`src/verilog/cpu_pkg.sv`:
```
// Shared definitions for the mini core subsystem
// Word widths, the peripheral address map, the opcode encoding and the
// packed structs that carry bus requests between the core, RAM and periphs

package cpu_pkg;

    // data and instruction word width
    localparam int XLEN    = 32;
    // data address width, counted in words
    localparam int DADDR_W = 16;

    // memory-mapped pseudo peripherals live at the top of the address space
    localparam logic [DADDR_W-1:0] PERIPH_BASE = 16'hF000;
    localparam logic [DADDR_W-1:0] PRINT_ADDR  = 16'hF000;
    localparam logic [DADDR_W-1:0] EXIT_ADDR   = 16'hF001;

    // zero-filled memory decodes as HALT, so a runaway program stops
    typedef enum logic [3:0] {
        OP_HALT = 4'h0,
        OP_LI   = 4'h1,
        OP_ADDI = 4'h2,
        OP_ADD  = 4'h3,
        OP_LW   = 4'h4,
        OP_SW   = 4'h5,
        OP_BNEZ = 4'h6
    } opcode_e;

    typedef struct packed {
        opcode_e     opcode;
        logic [1:0]  rd;
        logic [1:0]  rs;
        logic [7:0]  spare;
        logic [15:0] imm;
    } instr_t;

    typedef struct packed {
        logic [DADDR_W-1:0] addr;
        logic               we;
        logic [XLEN-1:0]    wdata;
    } data_req_t;

    // sel is 0 for the stdout register and 1 for the exit register
    typedef struct packed {
        logic            sel;
        logic [XLEN-1:0] wdata;
    } periph_wr_t;

    typedef struct packed {
        logic               we;
        logic [DADDR_W-1:0] addr;
        logic [XLEN-1:0]    data;
    } load_req_t;

endpackage

```
`src/verilog/mm_periph.sv`:
```
// Pseudo peripherals for the test subsystem
// The stdout register pulses a character out for one cycle, the exit
// register latches the first exit value and raises the pass or fail flag

`timescale 1ns/1ns

module mm_periph import cpu_pkg::*; (
    input  logic            clk_i,
    input  logic            reset_i,

    input  logic            periph_wr_valid_i,
    input  periph_wr_t      periph_wr_i,

    output logic            print_valid_o,
    output logic [7:0]      print_char_o,
    output logic            exit_valid_o,
    output logic [XLEN-1:0] exit_value_o,
    output logic            tests_passed_o,
    output logic            tests_failed_o
);

    logic print_wr;
    logic exit_wr;

    assign print_wr = periph_wr_valid_i && !periph_wr_i.sel;
    // later exit writes are ignored once a result has been recorded
    assign exit_wr  = periph_wr_valid_i && periph_wr_i.sel && !exit_valid_o;

    always_ff @(posedge clk_i) begin
        if (reset_i) begin
            print_valid_o <= 1'b0;
        end else begin
            print_valid_o <= print_wr;
        end
    end

    always_ff @(posedge clk_i) begin
        if (print_wr) begin
            print_char_o <= periph_wr_i.wdata[7:0];
        end
    end

    // the exit state is sticky until the next reset
    always_ff @(posedge clk_i) begin
        if (reset_i) begin
            exit_valid_o   <= 1'b0;
            exit_value_o   <= '0;
            tests_passed_o <= 1'b0;
            tests_failed_o <= 1'b0;
        end else if (exit_wr) begin
            exit_valid_o   <= 1'b1;
            exit_value_o   <= periph_wr_i.wdata;
            tests_passed_o <= (periph_wr_i.wdata == '0);
            tests_failed_o <= (periph_wr_i.wdata != '0);
        end
    end

endmodule

```
`config.mk`:
```
export PLATFORM = sky130hd
export DESIGN_NAME = mm_periph
export DESIGN_NICKNAME = d
export VERILOG_FILES = /design/src/verilog/cpu_pkg.sv /design/src/verilog/mm_periph.sv
export SDC_FILE = /design/constraint.sdc
export NUM_CORES = 1
export LEC_CHECK = 0
export BUFFER_PORTS_ARGS = -buffer_cell sky130_fd_sc_hd__buf_2
export CORE_MARGIN = 3
export CORE_UTILIZATION = 40
export DETAILED_ROUTE_END_ITERATION = 6
export PLACE_DENSITY_LB_ADDON = 0.25
export SYNTH_ARGS = -nofsm -noshare
export SYNTH_HDL_FRONTEND = slang
export SYNTH_SLANG_ARGS = --single-unit
export TNS_END_PERCENT = 20
```
`constraint.sdc`:
```
create_clock -name clk_i -period 2.49 [get_ports clk_i]
set_clock_uncertainty 0.05 [all_clocks]
set_input_delay 0.249 -clock clk_i [delete_from_list [all_inputs] [get_ports clk_i]]
set_output_delay 0.249 -clock clk_i [all_outputs]
set_load 0.01 [all_outputs]
```
# [Word level (Yosys, flattened, before mapping)]
# Cells that the tools add are included.
[word_totals] regBits=44 latch_bits=0 ram_bits=0 romBits=0 input_bits=36 n_memories=0
[op_classes] addsub=0 multipliers=0 n_div=0 magnitude_cmp=0 eq_ne=0 n_shift=0 muxes=0 n_bitwise=0 reduce_logical=7
[ops] op="logical NOT 32 bit" count=1
[ops] op="nonzero test 32 bit" count=1
[ops] op="logical AND 1 bit" count=3
[ops] op="logical NOT 1 bit" count=2

# [Logic depth before layout (Yosys ltp)]
[logic_depth] depth_word=2 depth_mapped=6 mapped_depth_nobuf=4

# [Least setup slack after synthesis]
# Ideal clock, no wire load.
[synth_path] kind="register to register" from="register exit_valid_o" to="register tests_failed_o" arrival_ps=1356 t_required_ps=2324 slack_ps=968 path_stages_with_launch=5 n_path_buf=1 synth_period_minus_slack_ps=1522 cell_sequence="dfxtp_1 or2_1 buf_6 or4_4 o211a_1"
[synth_between] elab_chain_len=2
[synth_rtl] element="from (decl)" line_no="mm_periph.sv:16" source="output logic exit_valid_o,"
[synth_rtl] element="from (signal assigned)" line_no="mm_periph.sv:46" source="exit_valid_o <= 1'b0;"
[synth_rtl] element="from (signal assigned)" line_no="mm_periph.sv:51" source="exit_valid_o <= 1'b1;"
[synth_rtl] element="logical NOT 1 bit" line_no="mm_periph.sv:27" source="assign exit_wr = periph_wr_valid_i && periph_wr_i.sel && !exit_valid_o;"
[synth_rtl] element="logical AND 1 bit" line_no="mm_periph.sv:27"
[synth_rtl] element="to (signal assigned)" line_no="mm_periph.sv:54" source="tests_failed_o <= (periph_wr_i.wdata != '0);"
[synth_rtl] element="to (decl)" line_no="mm_periph.sv:19" source="output logic tests_failed_o"
# No other way between the ends.
# A chain may end at the register's enable or synchronous reset.

# [Worst setup path after layout]
# Same ends and word-level chain as after synthesis.

==> flow_metrics.py <==
metrics = {
    "run_status": {
        "status": "completed",
    },
    "pwr": {
        "clockPowerShare": 0.307,
        "powerDensity_nw_per_um2": 655.4,
        "ir_drop_mv": 0.4429,
        "p_leak_nw": 0.9317,
        "pwr-share-seq": 0.576,
        "netSwitchingFraction": 0.2451,
        "p_int_w": 0.001015,
        "power_switching_w": 0.0003296,
        "combPwrFrac": 0.117,
    },
    "global_routing": {
        "grt_max_degree": 36,
        "grt.total_usage": 0.1626,
        "grt_pass1_wl_um": 5747,
        "antenna_found_initial": 0,
        "overflow": 0,
        "first_global_vias": 1310,
    },
    "clock_network": {
        "numCtsBuffers": 5,
        "cts_resized": 0,
        "cts_max_path_buffers": 2,
        "ctsRootBufferMaster": "clkbuf_8",
        "insertion_delay_ns": 0.28,
        "cts_htree_levels": 2,
        "post-cts-setup-buffer-count": 0,
        "cts.sinks": 44,
        "cts_hold_buf": 0,
        "cts_tree": "done",
        "path_clk_slew_ns": 0.08,
    },
    "worst_setup_path": {
        "worst-setup-path-type": "flop to flop",
        "end_kind": "flop",
        "critPathCapture": "tests_failed_o$_SDFFE_PP0P_",
        "crit_required_ns": 2.62,
        "startpoint_type": "flop",
        "r2r_start": "exit_valid_o$_SDFFE_PP0P_",
        "setup.worst_path.start": "exit_valid_o$_SDFFE_PP0P_",
        "crit_arrival_ns": 1.58,
        "rr_endpoint": "tests_failed_o$_SDFFE_PP0P_",
        "path_max_fanout": 4,
        "reg2regPathDepth": 3,
        "r2r_setup_slack_ns": 1.04,
    },
    "final_layout": {
        "n_antenna_cell": 0,
        "fillCellCount": 354,
        "syn2layout_area_growth_pct": 32.58,
        "stdcell_count": 298,
        "final_nets": 287,
        "drive_gt1_frac": 0.3611,
    },
    "placed_design": {
        "placed_cells": 290,
        "hpwl_um": 2651,
        "io_buffer_count": 79,
        "place.gp.congestion": 0.6706,
    },
    "timing": {
        "maxSlewHeadroom": 0.5680,
        "finalCritPeriodShare": 0.5826,
        "finalMaxSlewViolations": 0,
        "fin_crit_ns": 1.451,
        "rsz0062_at_grt": "false",
        "hold_viol": 0,
        "final.setup.tns_ns": 0,
        "finalSetupViolations": 0,
        "max_freq_mhz": 689.4,
        "tightest_slew_ns": 0.6480,
    },
    "detailed_routing": {
        "first_pass_iters": 4,
        "detail_route.wl_per_cell_um": 12.29,
        "wirelength_um": 3661,
        "drt-vias-per-instance": 4.779,
        "drtIter0Drc": 102,
        "dr_total_vias": 1424,
        "postRouteAntennaNets": 0,
        "drc_errors": 0,
    },
    "min_path": {
        "hp-class": "input pin to flop",
        "min-delay-start": "periph_wr_i[6]",
    },
    "synthesis": {
        "syn_area_per_cell_sq_um": 8.895,
        "yosysWarningCount": 0,
        "yosysUniqueCellTypes": 16,
        "syn_nets": 210,
        "seq_area_frac_synth": 0.6209,
        "syn_area_sq_um": 1548,
        "synthCells": 174,
        "synth_seq_cells": 44,
    },
    "die": {
        "initial_core_util": 0.4396,
        "placeableCoreArea_sq_um": 3521,
        "rows": 21,
        "ios": 80,
        "dieArea_sq_um": 4652,
        "die_w_um": 68.21,
        "chipHeight_um": 68.21,
    },
    "run": {
        "maxCapViolCount": 0,
    },
}
[cell type report]
cell class,instances,area (sq um),share of cell area
Timing Repair Buffer,81,410.4,0.2000
Multi-Input combinational cell,118,536.8,0.2616
Sequential cell,44,960.9,0.4683
Clock buffer,5,68.82,0.03354
Inverter,1,3.754,0.001829
Clock inverter,3,13.76,0.006707
Tap cell,46,57.56,0.02805
[state kept, by name, summed over array words and instances, names as in the netlist]
register,count
exit_valid_o,1
exit_value_o,32
print_char_o,8
print_valid_o,1
tests_failed_o,1
tests_passed_o,1
[metrics by stage]
| step | instance area (sq um) | util | power, W | worst slack [ns] | hold WS [ns] |
|---|---|---|---|---|---|
| final | 2052 | 0.5828 | 0.001345 | 1.039 | 0.1147 |
| after floorplan | 1548 | - | 0.0008685 | 0.9676 | 0.2979 |
| after CTS | 2052 | 0.5828 | 0.001360 | 1.027 | 0.1076 |
| after global placement | 1969 | 0.5593 | 0.0009486 | 0.6805 | 0.3889 |
| after detailed placement | 1969 | 0.5593 | 0.0009512 | 0.7245 | 0.3948 |
| after global routing | 2052 | 0.5828 | 0.001407 | 1.017 | 0.1131 |
[cell usage after synthesis]
cell | number | area (sq um)
or4_4 | 1 | 11.26
and2b_1 | 1 | 7.510
buf_6 | 1 | 11.26
a21oi_2 | 1 | 8.760
or2_1 | 1 | 6.260
inv_1 | 1 | 3.750
clkbuf_1 | 10 | 37.54
edfxtp_1 | 8 | 240.2
nor4_1 | 8 | 50.05
and2_1 | 1 | 6.260
dfxtp_1 | 36 | 720.7
nand2_1 | 68 | 255.2
nand4_1 | 1 | 6.260
a21oi_1 | 33 | 165.2
o211a_1 | 1 | 10.01
nor2_1 | 2 | 7.510
[cell families after synthesis]
kind of cell	count (synthesis)	synth area share
AO/OA/AOI/OAI	35	0.1188
flip-flops	44	0.6209
AND/OR/NAND/NOR	83	0.2264
buffers and inverters	12	0.03395
[power by group through the flow]
stage	clock, W	combinational (W)	sequential (W)
finish	0.000412	0.000157	0.000775
floorplan	0	0.0000589	0.000810
CTS	0.000425	0.000159	0.000775
global route	0.000450	0.000178	0.000780
global placement	0	0.000158	0.000791
detailed placement	0	0.000159	0.000792
[worst min-delay path by stage]
stage / endpoint / slack (ns) / cells past startpoint
after floorplan: print_char_o[0]$_DFFE_PP_ / 0.30 / 0
after global placement: exit_value_o[17]$_SDFFE_PP0P_ / 0.39 / 2
after detailed placement: exit_value_o[11]$_SDFFE_PP0P_ / 0.39 / 2
after CTS: print_char_o[6]$_DFFE_PP_ / 0.11 / 1
after global routing: print_char_o[5]$_DFFE_PP_ / 0.11 / 1
final: print_char_o[6]$_DFFE_PP_ / 0.11 / 1
[routing by layer]
metal | vias up | wire length (um) | global-route usage
li1 | 731 | - | -
met1 | 633 | 1582 | 0.2127
met2 | 58 | 1699 | 0.2587
met3 | 2 | 362 | 0.04598
met4 | 0 | 17 | 0.05211
met5 | - | 0 | 0
[cell usage in the layout (no fill, tap or decap), drive strengths merged]
master | synthesis | routed
buf | 1 | 81
nand2 | 68 | 68
dfxtp | 36 | 36
a21oi | 34 | 34
nor4 | 8 | 8
edfxtp | 8 | 8
clkbuf | 10 | 5
clkinv | 0 | 3
nor2 | 2 | 2
and2b | 1 | 1
or2 | 1 | 1
inv | 1 | 1
and2 | 1 | 1
nand4 | 1 | 1
or4 | 1 | 1
o211a | 1 | 1
[worst max-delay path: stages, from the launching register on]
cell	delay, ns
dfxtp_1	0.35
or2_1	0.27
or4_4	0.55
o211a_1	0.14
(Power assumes the default switching activity.)
