File: src/verilog/cpu_pkg.sv
// Shared definitions for the mini core subsystem
// Word widths, the peripheral address map, the opcode encoding and the
// packed structs that carry bus requests between the core, RAM and periphs

package cpu_pkg;

    // data and instruction word width
    localparam int XLEN    = 32;
    // data address width, counted in words
    localparam int DADDR_W = 16;

    // memory-mapped pseudo peripherals live at the top of the address space
    localparam logic [DADDR_W-1:0] PERIPH_BASE = 16'hF000;
    localparam logic [DADDR_W-1:0] PRINT_ADDR  = 16'hF000;
    localparam logic [DADDR_W-1:0] EXIT_ADDR   = 16'hF001;

    // zero-filled memory decodes as HALT, so a runaway program stops
    typedef enum logic [3:0] {
        OP_HALT = 4'h0,
        OP_LI   = 4'h1,
        OP_ADDI = 4'h2,
        OP_ADD  = 4'h3,
        OP_LW   = 4'h4,
        OP_SW   = 4'h5,
        OP_BNEZ = 4'h6
    } opcode_e;

    typedef struct packed {
        opcode_e     opcode;
        logic [1:0]  rd;
        logic [1:0]  rs;
        logic [7:0]  spare;
        logic [15:0] imm;
    } instr_t;

    typedef struct packed {
        logic [DADDR_W-1:0] addr;
        logic               we;
        logic [XLEN-1:0]    wdata;
    } data_req_t;

    // sel is 0 for the stdout register and 1 for the exit register
    typedef struct packed {
        logic            sel;
        logic [XLEN-1:0] wdata;
    } periph_wr_t;

    typedef struct packed {
        logic               we;
        logic [DADDR_W-1:0] addr;
        logic [XLEN-1:0]    data;
    } load_req_t;

endpackage

File: src/verilog/mini_core.sv
// Small load/store processor with four general registers
// A multi-cycle FSM fetches one word, waits for the response, executes it
// and for LW/SW issues a single data access before fetching again

`timescale 1ns/1ns

module mini_core import cpu_pkg::*; #(
    parameter logic [DADDR_W-1:0] BOOT_ADDR = '0
) (
    input  logic               clk_i,
    input  logic               reset_i,
    input  logic               fetch_enable_i,

    output logic               instr_req_o,
    output logic [DADDR_W-1:0] instr_addr_o,
    input  logic               instr_gnt_i,
    input  logic               instr_rvalid_i,
    input  instr_t             instr_rdata_i,

    output logic               data_req_o,
    output data_req_t          data_req_bits_o,
    input  logic               data_gnt_i,
    input  logic               data_rvalid_i,
    input  logic [XLEN-1:0]    data_rdata_i
);

    typedef enum logic [2:0] {
        ST_FETCH,
        ST_WAIT,
        ST_EXEC,
        ST_DREQ,
        ST_DWAIT,
        ST_HALT
    } state_e;

    state_e             state;
    logic [DADDR_W-1:0] pc;
    instr_t             ir;
    logic [XLEN-1:0]    regs [4];

    logic [XLEN-1:0]    rd_val;
    logic [XLEN-1:0]    rs_val;
    logic [XLEN-1:0]    imm_sext;
    logic [DADDR_W-1:0] imm_addr;

    // operand read and immediate formatting for the instruction in ir
    assign rd_val   = regs[ir.rd];
    assign rs_val   = regs[ir.rs];
    assign imm_sext = {{(XLEN-16){ir.imm[15]}}, ir.imm};
    assign imm_addr = DADDR_W'(ir.imm);

    // fetch is held off while the enable is low
    assign instr_req_o  = (state == ST_FETCH) && fetch_enable_i;
    assign instr_addr_o = pc;

    // LW and SW both take their address from the immediate
    assign data_req_o            = (state == ST_DREQ);
    assign data_req_bits_o.addr  = imm_addr;
    assign data_req_bits_o.we    = (ir.opcode == OP_SW);
    assign data_req_bits_o.wdata = rs_val;

    // the fetched word is captured once the response arrives
    always_ff @(posedge clk_i) begin
        if (state == ST_WAIT && instr_rvalid_i) begin
            ir <= instr_rdata_i;
        end
    end

    always_ff @(posedge clk_i) begin
        if (reset_i) begin
            state <= ST_FETCH;
            pc    <= BOOT_ADDR;
            for (int i = 0; i < 4; i++) begin
                regs[i] <= '0;
            end
        end else begin
            case (state)
                ST_FETCH: begin
                    if (instr_req_o && instr_gnt_i) begin
                        state <= ST_WAIT;
                    end
                end

                ST_WAIT: begin
                    if (instr_rvalid_i) begin
                        state <= ST_EXEC;
                    end
                end

                ST_EXEC: begin
                    state <= ST_FETCH;
                    pc    <= pc + 1'b1;
                    case (ir.opcode)
                        OP_LI: begin
                            regs[ir.rd] <= imm_sext;
                        end
                        OP_ADDI: begin
                            regs[ir.rd] <= rd_val + imm_sext;
                        end
                        OP_ADD: begin
                            regs[ir.rd] <= rd_val + rs_val;
                        end
                        OP_LW, OP_SW: begin
                            state <= ST_DREQ;
                        end
                        OP_BNEZ: begin
                            // taken branches are relative to the branch itself
                            if (rs_val != '0) begin
                                pc <= pc + imm_addr;
                            end
                        end
                        default: begin
                            // HALT and every unknown code park the core
                            state <= ST_HALT;
                            pc    <= pc;
                        end
                    endcase
                end

                ST_DREQ: begin
                    if (data_gnt_i) begin
                        state <= ST_DWAIT;
                    end
                end

                ST_DWAIT: begin
                    if (data_rvalid_i) begin
                        if (ir.opcode == OP_LW) begin
                            regs[ir.rd] <= data_rdata_i;
                        end
                        state <= ST_FETCH;
                    end
                end

                ST_HALT: begin
                    // only a reset restarts the core
                    state <= ST_HALT;
                end

                default: begin
                    state <= ST_HALT;
                end
            endcase
        end
    end

endmodule

File: config.mk
export PLATFORM = sky130hd
export DESIGN_NAME = mini_core
export DESIGN_NICKNAME = d
export VERILOG_FILES = /design/src/verilog/cpu_pkg.sv /design/src/verilog/mini_core.sv
export SDC_FILE = /design/constraint.sdc
export NUM_CORES = 1
export LEC_CHECK = 0
export CAP_MARGIN = 20
export CORE_ASPECT_RATIO = 1.2
export CORE_MARGIN = 1
export CORE_UTILIZATION = 45
export DETAILED_ROUTE_END_ITERATION = 16
export DONT_BUFFER_PORTS = 1
export SYNTH_ARGS = -nofsm -noshare
export SYNTH_HDL_FRONTEND = slang
export SYNTH_SLANG_ARGS = --single-unit
File: constraint.sdc
create_clock -name clk_i -period 3.9 [get_ports clk_i]
set_clock_uncertainty 0.1 [all_clocks]
set_input_delay 0.585 -clock clk_i [delete_from_list [all_inputs] [get_ports clk_i]]
set_output_delay 0.585 -clock clk_i [all_outputs]
set_load 0.01 [all_outputs]
## Yosys cells after proc, flatten, opt, wreduce, memory -nomap -nowiden

Memory sizes are Yosys's and may differ from the RTL's. A register that Yosys moved wholly into a read port is not among the register bits.
Index checks and enable logic that the tools add are counted.

| storage, ports and cells | value |
|---|---|
| bits in registers | 43 |
| RAM bits | 128 |
| input port bits | 71 |
| output and inout port bits | 67 |
| logic and storage cells | 75 |
| memories | 1 |

| operators by class | value |
|---|---|
| add/sub/neg operators | 4 |
| equality and inequality tests | 14 |
| mux-type cells | 35 |
| bitwise gates (word level) | 3 |
| reductions and logical operators | 12 |

Memory list:

| name | depth | bits a word | rd ports | clocked after Yosys merged registers in | write ports | RTL line | text |
|---|---|---|---|---|---|---|---|
| regs | 4 | 32 | 2 | 2 | 4 | mini_core.sv:39 | `logic [XLEN-1:0] regs [4];` |

Operators with widths:

| operator | count |
|---|---|
| 2-to-1 mux 32 bit | 4 |
| adder 32 bit | 2 |
| one-hot mux 16 bit (2 select lines) | 1 |
| nonzero test 32 bit | 1 |
| OR reduction 32 bit | 1 |
| 2-to-1 mux 1 bit | 20 |
| adder 16 x 1 -> 16 bit (second input constant) | 1 |
| adder 16 bit | 1 |
| 2-to-1 mux 16 bit | 1 |
| one-hot mux 3 bit (5 select lines) | 1 |
| equality test 4 x 3 -> 1 bit (second input constant) | 3 |
| 2-to-1 mux 3 bit | 4 |
| equality test 4 x 2 -> 1 bit (second input constant) | 2 |
| equality test 3 x 2 -> 1 bit (second input constant) | 2 |
| 2-to-1 mux 2 bit | 3 |
| one-hot mux 3 bit (2 select lines) | 1 |
| OR reduction 5 bit | 1 |
| equality test 4 x 1 -> 1 bit (second input constant) | 1 |
| != test 2 x 1 -> 1 bit (second input constant) | 2 |
| != test 2 bit (second input constant) | 2 |
| AND reduction 4 bit | 1 |
| OR reduction 4 bit | 1 |
| equality test 3 x 1 -> 1 bit (second input constant) | 1 |
| equality test 3 bit (second input constant) | 1 |
| other kinds (6) | 10 |

## Longest topological paths before layout

Gate-level depths: netlist (run 1).

| logic depth | value |
|---|---|
| depth after elaboration | 10 |
| mapped depth | 15 |
| depth with buffers taken out | 13 |

## Worst setup path before layout (run 1)

Ideal clock, no wire load.

| timing | value |
|---|---|
| path kind | reg2reg |
| start | reg with a tool-made name |
| end | mem regs[2][29] (data pin) |
| arrival | 3949 ps |
| data required time | 3535 ps |
| slack | -414 ps |
| stages on the path, launching flop included | 14 |
| buffers on the path | 2 |
| clock period less this slack | 4314 ps |
| path through | dfxtp_1 -> clkbuf_1 -> buf_1 -> mux4_2 -> ha_1 -> a21oi_1 -> o221ai_1 -> a211oi_1 -> o211ai_1 -> a221o_1 -> a311oi_1 -> xnor2_1 -> a22oi_2 -> nor2_1 |

RTL lines:

| element | RTL line |
|---|---|
| end: declaration | mini_core.sv:39 |

==> metrics.txt, run 1 <==
root buf cell clkbuf_16; port bufs 0; post-synthesis sequential area ratio 37.85%; slew margin rel. 34.76%; top cell type's share of synthesized area 34.38%; outcome finished, violations left; Ys Warns 0; kind of critical path register to register; Sink Count 175; post-route setup TNS -0.3627 ns; Nets 1667; register bit total from synthesis 175; WL/cell 23.01 um; vias per cell 6.260; TritonCTS Buffers 17; global-route wire length before repair 64540 um; failing checks negative setup slack; Hold Crit Start reset_i; vias post-DR 11.99k; Cells after Synth 1357; Yosys cell types 72; Mapped Area 0.01328 mm2; Die ar. 0.03020 mm2; Rows 68; pwr/cell area 361.9 mW/mm2; CP endpoint kind register; worst min path class input pin to register; share of cells above drive strength 1 30.24%; GR Overflow Total 0; CP max-delay cell mux4_2; Post-DP HPWL 32190 um; Die H 190.2 um; initial DRC count 1168; crit path launch type register; Post-Syn Nets 1509; Max-Cap Viols 0; CP peak stage delay 0.59 ns; Worst-Skew Late Latency 0.46 ns; P&R area growth vs syn 25.79%; WP data arrival 4.04 ns; Reg clk slew, reported paths 0.08 ns; Final Max Tran Viols 0; Worst-Margin Slew 0.9757 ns; Fill cells 2484; Final Cycle Share 101.4%; crit-path max FO 6; I/O pins 138; Pleak 6.432 nW; synth top area cells edfxtp_1, mux4_2, ha_1; ys flop type edfxtp_1; Routed Antenna Nets 0; Initial Util 45.90%; Async S/R FF share, synth 0%; achievable clock frequency 253.0 MHz; final setup vio count 14; post-layout minimum cycle time 3.953 ns; initial antenna violation count 3; unrepaired setup endpoints after global routing yes; number of global-route vias before repair 11.36k; Die W 158.8 um; Post-Route WL 44060 um; Placeable Area 0.02893 mm2; Max rail drop VDD 287.5 uV; Placer Congestion 0.9306; most frequent cell after synthesis nor2_1; Worst EP required 3.99 ns; CTS tree built; H-tree levels 4; DR DRC count 0; cell taking the most area after synthesis edfxtp_1; min setup slack post-route -0.05292 ns; Final Hold Viols 0; clk buf depth 2; crit path cell chain buf_12, buf_8, mux4_2, buf_6, ha_4, a21oi_4, o221ai_4, a211oi_4, o211ai_1, a221o_1, a311oi_2, xnor2_1, a22oi_2, nor2_1; Total GRT Usage 28.39%; post-route insts no fill 1915; drt pass-1 iters 5; largest net degree at the start of global routing 35; number of synthesized flops with an enable pin 152; top post-synthesis cells by count nor2_1, edfxtp_1, a21oi_1; Syn Area/Cell 9.784 um2; Post-Place Cells 1860
[final cells by class]
class / count / area [um2] / area share (%)
multi-input combinational: 1055 / 8553 / 51.21
sequential: 175 / 5027 / 30.10
timing repair buffer: 223 / 1861 / 11.14
tap: 385 / 481.7 / 2.884
clock buffer: 17 / 425.4 / 2.547
clock inverter: 15 / 186.4 / 1.116
inverter: 43 / 161.4 / 0.9664
antenna: 2 / 5.005 / 0.02997
[critical path, delay by kind of cell (launching register included)]
kind,cells,cell delay (ns)
AOI/OAI and AO/OA,7,1.88
muxes,1,0.59
buffers and inverters,3,0.41
DFF,1,0.34
adders and majority gates,1,0.15
xor gates and xnor gates,1,0.12
and+or+nand+nor,1,0.08
[worst paths after layout]
path | end | slack (ns) | depth (start not counted)
worst max-delay path | regs[1][29]$_SDFFCE_PN0P_ | -0.05 | 14
worst min-delay path | state[1]$_SDFFE_PP0P_ | 0.09 | 1
worst max register to register | regs[1][29]$_SDFFCE_PN0P_ | -0.05 | 14
worst min register to register | register | 0.39 | 1
[cell families (layout without fill, tap and decap cells)]
family | after synthesis | count (layout) | share of synthesized area (%)
DFF | 175 | 175 | 37.85
AOI/OAI and AO/OA | 400 | 400 | 19.07
muxes | 79 | 79 | 12.03
and+or+nand+nor | 448 | 448 | 15.94
buffers and inverters | 127 | 298 | 4.212
xor gates and xnor gates | 47 | 47 | 3.101
adders and majority gates | 81 | 81 | 7.803
other | 0 | 2 | 0
[repair_timing]
action                                  in CTS  in global routing
pin swaps                                   12                 47
hold buffers                                 0                  0
endpoints found under the hold margin        0                  0
resized for setup                           41                127
buffers inserted                             6                 14
endpoints found under the setup margin      49                 90
cloned                                       1                  0
[per-layer routing]
metal	track usage [%]	share of wire (%)
met1	36.96	41
met2	46.59	48
met3	5.189	7.5
met4	11.69	3.3
met5	0	0
[stage by stage]
stage / power [W] / utilization (%) / hold WS [ns] / instance area [um2] / setup WS [ns]
after floorplan: 0.003297 / - / 0.3494 / 13300 / 0.01305
after global placement: 0.003932 / 51.91 / 0.3613 / 15020 / -0.1498
after detailed placement: 0.003950 / 51.91 / 0.3729 / 15020 / -0.1908
after CTS: 0.005800 / 54.99 / 0.08204 / 15910 / -0.03709
after global routing: 0.006290 / 57.73 / 0.08265 / 16700 / -0.2059
final: 0.006044 / 57.73 / 0.09057 / 16700 / -0.05292
[power breakdown]
part	internal [W]	switching [W]	leakage, nW
sequential	0.00210	0.0000607	1.73
clock	0.000871	0.000917	0.295
combinational	0.000989	0.00111	4.41
total	0.00396	0.00208	6.43
[layout by cell type (no fill, tap or decap), types with 9 or more instances in the layout]
cell type / netlist / layout
a211oi_1: 20 / 11
a21o_1: 32 / 32
a21oi_1: 119 / 92
a21oi_2: 0 / 20
a31oi_1: 18 / 14
and3_1: 19 / 18
buf_12: 0 / 10
buf_4: 18 / 202
buf_6: 1 / 9
clkbuf_16: 0 / 17
dfxtp_1: 23 / 21
edfxtp_1: 152 / 152
ha_1: 78 / 53
ha_4: 0 / 22
inv_1: 42 / 41
mux4_2: 64 / 64
nand2_1: 83 / 76
nand2b_1: 15 / 10
nand3_1: 32 / 31
nand4_1: 14 / 14
nor2_1: 174 / 170
nor2b_1: 15 / 14
nor3_1: 33 / 30
nor4_1: 15 / 13
o211ai_1: 18 / 18
o21a_1: 16 / 16
o21ai_0: 91 / 79
or3_1: 16 / 13
xnor2_1: 33 / 33
xor2_1: 14 / 14
[registers in the layout, summed over array words and instances, names as in the netlist, named ones only]
signal / count
instr_addr_o: 16
regs: 128
ir: 8
imm_addr: 16
state: 3
(Power assumes the default switching activity.)
==> inputs of run 2 (changes only) <==
- CORE_MARGIN: 1 -> 2
- CORE_UTILIZATION: 45 -> 59
- PLACE_DENSITY: default -> 0.78
==> metrics.txt, run 2 (synthesis results as in run 1) <==
outcome finished, violations left; failing checks negative setup slack; achievable clock frequency 249.0 MHz; clk buf depth 2; DR DRC count 0; commonest non-fill, non-tap cell in the layout buf_4; Sink Count 175; Post-DP HPWL 31610 um; unrepaired setup endpoints after global routing yes; Die W 140.9 um; CP max-delay cell mux4_2; Reg clk slew, reported paths 0.08 ns; Total Power 0.006090 W; fin util 74.10%; global-route wire length before repair 64550 um; Max rail drop VDD 337.3 uV; Pleak 6.342 nW; worst min path class input pin to register; worst r2r dst regs[0][25]$_SDFFCE_PN0P_; Worst EP required 3.99 ns; Max-Cap Viols 0; multi-input logic area 0.008628 mm2; slew margin rel. 42.00%; crit-path max FO 5; number of global-route vias before repair 11.64k; final setup vio count 12; hold buffer count at cts 0; Final Max Tran Viols 0; vias post-DR 12.79k; Register Area 0.005032 mm2; share of cells above drive strength 1 30.20%; Hold Crit Start reset_i; Placer Congestion 0.9692; Initial Util 59.55%; Worst-Margin Slew 0.8609 ns; WL/cell 25.86 um; I/O pins 138; CP peak stage delay 0.56 ns; Worst-Skew Late Latency 0.46 ns; Routed Antenna Nets 0; Nets 1652; Final Cycle Share 103.0%; Final Hold Viols 0; initial antenna violation count 1; Reg with most FFs regs; Total GRT Usage 35.67%; vias per cell 7.130; commonest non-fill, non-tap cells in the layout buf_4, nor2_1, edfxtp_1; Die H 168.3 um; number of flip-flops in the largest register 128; Placeable Area 0.02230 mm2; crit path cell chain buf_12, buf_4, mux4_2, ha_2, a21o_1, a21o_1, a21oi_1, o211ai_1, a221o_1, buf_6, xor2_2, a22oi_1, a21boi_2, buf_4, nor2_1; P&R area growth vs syn 24.44%; drt pass-1 iters 6; Post-Route WL 46390 um; GR Overflow Total 0; WP data arrival 4.10 ns; hold path cells 1; min setup slack post-route -0.1166 ns; CP endpoint kind register; R2R cell count 15; Fill cells 1475; port bufs 0; kind of critical path register to register; CTS tree built; Rows 60; Die ar. 0.02372 mm2; initial DRC count 1647; largest net degree at the start of global routing 35; H-tree levels 4; TritonCTS Buffers 17; endpoint of the worst hold path state[1]$_SDFFE_PP0P_; pwr/cell area 368.6 mW/mm2; crit path launch type register; reg-to-reg slack, setup -0.12 ns; root buf cell clkbuf_16; post-layout minimum cycle time 4.017 ns
[run 2: layer usage]
layer / track usage, % / share of wire [%]
met5: 0 / 0.084
met4: 17.04 / 5.9
met3: 6.940 / 11
met2: 57.54 / 47
met1: 46.55 / 36
[run 2: final cells by class]
type | count | area share (%)
Clock buffer | 18 | 2.598
Inverter | 43 | 0.9770
Tap cell | 279 | 2.113
Clock inverter | 14 | 0.9846
Sequential cell | 175 | 30.46
Antenna cell | 2 | 0.03029
Timing Repair Buffer | 208 | 10.61
Multi-Input combinational cell | 1055 | 52.23
[run 2: worst max path at each step]
stage               startpoint                   endpoint  slack, ns  cells after the start
detailed placement    register  regs[2][30]$_SDFFCE_PN0P_      -0.21                     14
global placement      register  regs[1][29]$_SDFFCE_PN0P_      -0.13                     15
floorplan             register  regs[0][24]$_SDFFCE_PN0P_       0.01                     13
CTS                   register  regs[0][27]$_SDFFCE_PN0P_     -0.002                     15
global route          register  regs[2][30]$_SDFFCE_PN0P_      -0.12                     16
finish                register  regs[0][25]$_SDFFCE_PN0P_      -0.12                     15
[run 2: timing repair]
| item | in CTS | in global routing |
|---|---|---|
| pin swaps | 9 | 40 |
| buffers inserted | 3 | 22 |
| endpoints found under the setup margin | 49 | 82 |
| cloned | 0 | 1 |
| resized for setup | 33 | 156 |
[run 2: metrics by stage]
step | setup TNS, ns | hold slack [ns] | instances | cell area, um2 | setup WS, ns
after detailed placement | -3.470 | 0.3672 | 1735 | 14720 | -0.2073
after global routing | -3.304 | 0.09381 | 1793 | 16520 | -0.1223
after global placement | -1.715 | 0.3579 | 1735 | 14720 | -0.1346
after floorplan | 0 | 0.3494 | 1357 | 13300 | 0.01305
after CTS | -0.002391 | 0.08216 | 1770 | 15500 | -0.002391
final | -0.5658 | 0.08831 | 1794 | 16520 | -0.1166
[run 2: report_power, final]
| group | switching [W] | total (W) | internal [W] | leakage, nW |
|---|---|---|---|---|
| combinational | 0.00114 | 0.00213 | 0.000989 | 4.33 |
| clock | 0.000919 | 0.00178 | 0.000865 | 0.288 |
| sequential | 0.0000748 | 0.00218 | 0.00210 | 1.73 |
[run 2: worst max-delay path: cells and delay by family (launching register included)]
kind	cells	cell delay (ns)
AO/OA/AOI/OAI	7	1.55
buffers and inverters	4	0.55
multiplexers	1	0.56
adder cells (fa/ha/maj)	1	0.36
AND/OR/NAND/NOR	1	0.05
flip-flops	1	0.44
XOR/XNOR	1	0.14
==> inputs of run 3 (changes only) <==
- CORE_UTILIZATION: 59 -> 27
- PLACE_DENSITY: 0.78 -> default
==> metrics.txt, run 3 (synthesis results as in run 1) <==
Post-Route WL 47570 um; hold buffer count at cts 0; Initial Util 27.16%; number of global-route vias before repair 11.80k; global-route wire length before repair 69600 um; reg-to-reg slack, setup -0.03 ns; initial DRC count 689; vias per cell 5.411; outcome finished, violations left; commonest non-fill, non-tap cell in the layout buf_4; TritonCTS Buffers 17; worst slack, placed -0.2414 ns; Total GRT Usage 18.34%; achievable clock frequency 254.6 MHz; Placer Congestion 0.9042; I/O pins 138; failing checks negative setup slack; Post-DP HPWL 36630 um; Die W 206.4 um; clk buf depth 2; Rows 89; unrepaired setup endpoints after global routing yes; M2 GR Usage 32.23%; CTS tree built; min setup slack post-route -0.02789 ns; M3 GR Usage 5.403%; Critical Path Sink regs[0][29]$_SDFFCE_PN0P_; initial antenna violation count 4; crit-path max FO 6; Placeable Area 0.04889 mm2; worst min path class input pin to register; Worst-Margin Slew 0.9360 ns; commonest non-fill, non-tap cells in the layout buf_4, nor2_1, edfxtp_1; Sink Count 175; Max rail drop VDD 307.2 uV; port bufs 0; WP data arrival 4.03 ns; Routed Antenna Nets 0; GR Overflow Total 0; final setup vio count 4; drt pass-1 iters 5; Worst EP required 4.00 ns; Post-Place Cells 2149; Worst-Skew Late Latency 0.46 ns; met1 usage 20.62%; fin util 34.75%; DR DRC count 0; crit path cell chain buf_6, buf_4, mux4_2, ha_4, a21oi_2, o221ai_4, a211oi_4, o211ai_1, a221o_1, a311oi_2, xnor2_1, a22oi_2, nor2_1; Reg clk slew, reported paths 0.08 ns; Final Cycle Share 100.7%; Pleak 6.514 nW; WL/cell 21.69 um; H-tree levels 4; CP endpoint kind register; dpl cell area 0.01557 mm2; share of cells above drive strength 1 29.88%; post-route insts no fill 2193; kind of critical path register to register; final instance area 0.01699 mm2; gr busiest metal met2; worst r2r dst regs[0][29]$_SDFFCE_PN0P_; CP Depth 13; Final Hold Viols 0; Max-Cap Viols 0; vias post-DR 11.87k; largest net degree at the start of global routing 33; Reg with most FFs regs; CP max-delay cell mux4_2; crit-path leading delay family compound AO/OA/AOI/OAI gates; Final Max Tran Viols 0; Nets 1692; CP bufs+invs 2; R2R cell count 13; slew margin rel. 35.99%; crit path launch type register; pwr/cell area 352.9 mW/mm2; Die ar. 0.05097 mm2; P&R area growth vs syn 27.96%; Die H 246.9 um; Fill cells 4828; post-layout minimum cycle time 3.928 ns; root buf cell clkbuf_16; CP peak stage delay 0.53 ns; number of flip-flops in the largest register 128
## run 3: cell types whose count changed in the layout (fill, tap and decap cells not counted), moves of 3 or more
cell	before	now
ha_2	6	3
a21oi_2	22	11
buf_6	11	4
ha_4	30	16
buf_4	185	231
a21oi_1	95	106
ha_1	42	59
## run 3: metrics by stage
stage	hold slack [ns]	total power [W]	TNS, ns
after floorplan	0.3494	0.003297	0
after global placement	0.3648	0.004015	-7.793
after detailed placement	0.3668	0.004028	-8.798
after CTS	0.06868	0.005850	-0.03735
after global routing	0.07298	0.006275	-2.557
final	0.08758	0.005996	-0.09127
## run 3: cell type report
| class | instances | area [um2] | share of cell area [%] |
|---|---|---|---|
| multi-input cells | 1055 | 8391 | 49.39 |
| flip-flops and latches | 175 | 5030 | 29.61 |
| repair buffers | 248 | 2029 | 11.95 |
| well taps | 637 | 797.0 | 4.691 |
| clock buffers | 17 | 425.4 | 2.504 |
| inverters | 43 | 161.4 | 0.9501 |
| clock inverters | 15 | 147.6 | 0.8691 |
| diodes | 3 | 7.507 | 0.04419 |
## run 3: power by group
part           switching (W)  internal [W]
clock               0.000890      0.000850
combinational        0.00110      0.000995
sequential         0.0000626       0.00210
total                0.00205       0.00394
## run 3: what timing repair did
item	4_1_cts	5_1_grt
setup buffers	5	7
setup endpoints to repair	70	86
gates resized for setup	49	97
pin swaps	20	29
## run 3: how the worst min path moves through the flow
stage          depth (start not counted)                     to  slack [ns]        startpoint
3_5_place_dp                           1               register        0.37  ir[25]$_DFFE_PP_
3_3_place_gp                           1               register        0.36  ir[25]$_DFFE_PP_
2_1_floorplan                          1               register        0.35  ir[24]$_DFFE_PP_
5_1_grt                                1  state[0]$_SDFFE_PP0P_        0.07           reset_i
6_report                               1  state[0]$_SDFFE_PP0P_        0.09           reset_i
4_1_cts                                1  state[0]$_SDFFE_PP0P_        0.07           reset_i
## run 3: per-layer routing
metal,routed length (um),part of all wire (%)
met5,19,0.040
met4,1680,3.5
met3,4034,8.5
met2,23980,50
met1,17850,38
## run 3: worst reg2reg max path, stage by stage (launching register included)
cell and delay (ns):
dfxtp_4 0.44, buf_6 0.13, buf_4 0.10, mux4_2 0.53, ha_4 0.27, a21oi_2 0.25
o221ai_4 0.15, a211oi_4 0.32, o211ai_1 0.21, a221o_1 0.42, a311oi_2 0.29, xnor2_1 0.11
a22oi_2 0.28, nor2_1 0.07
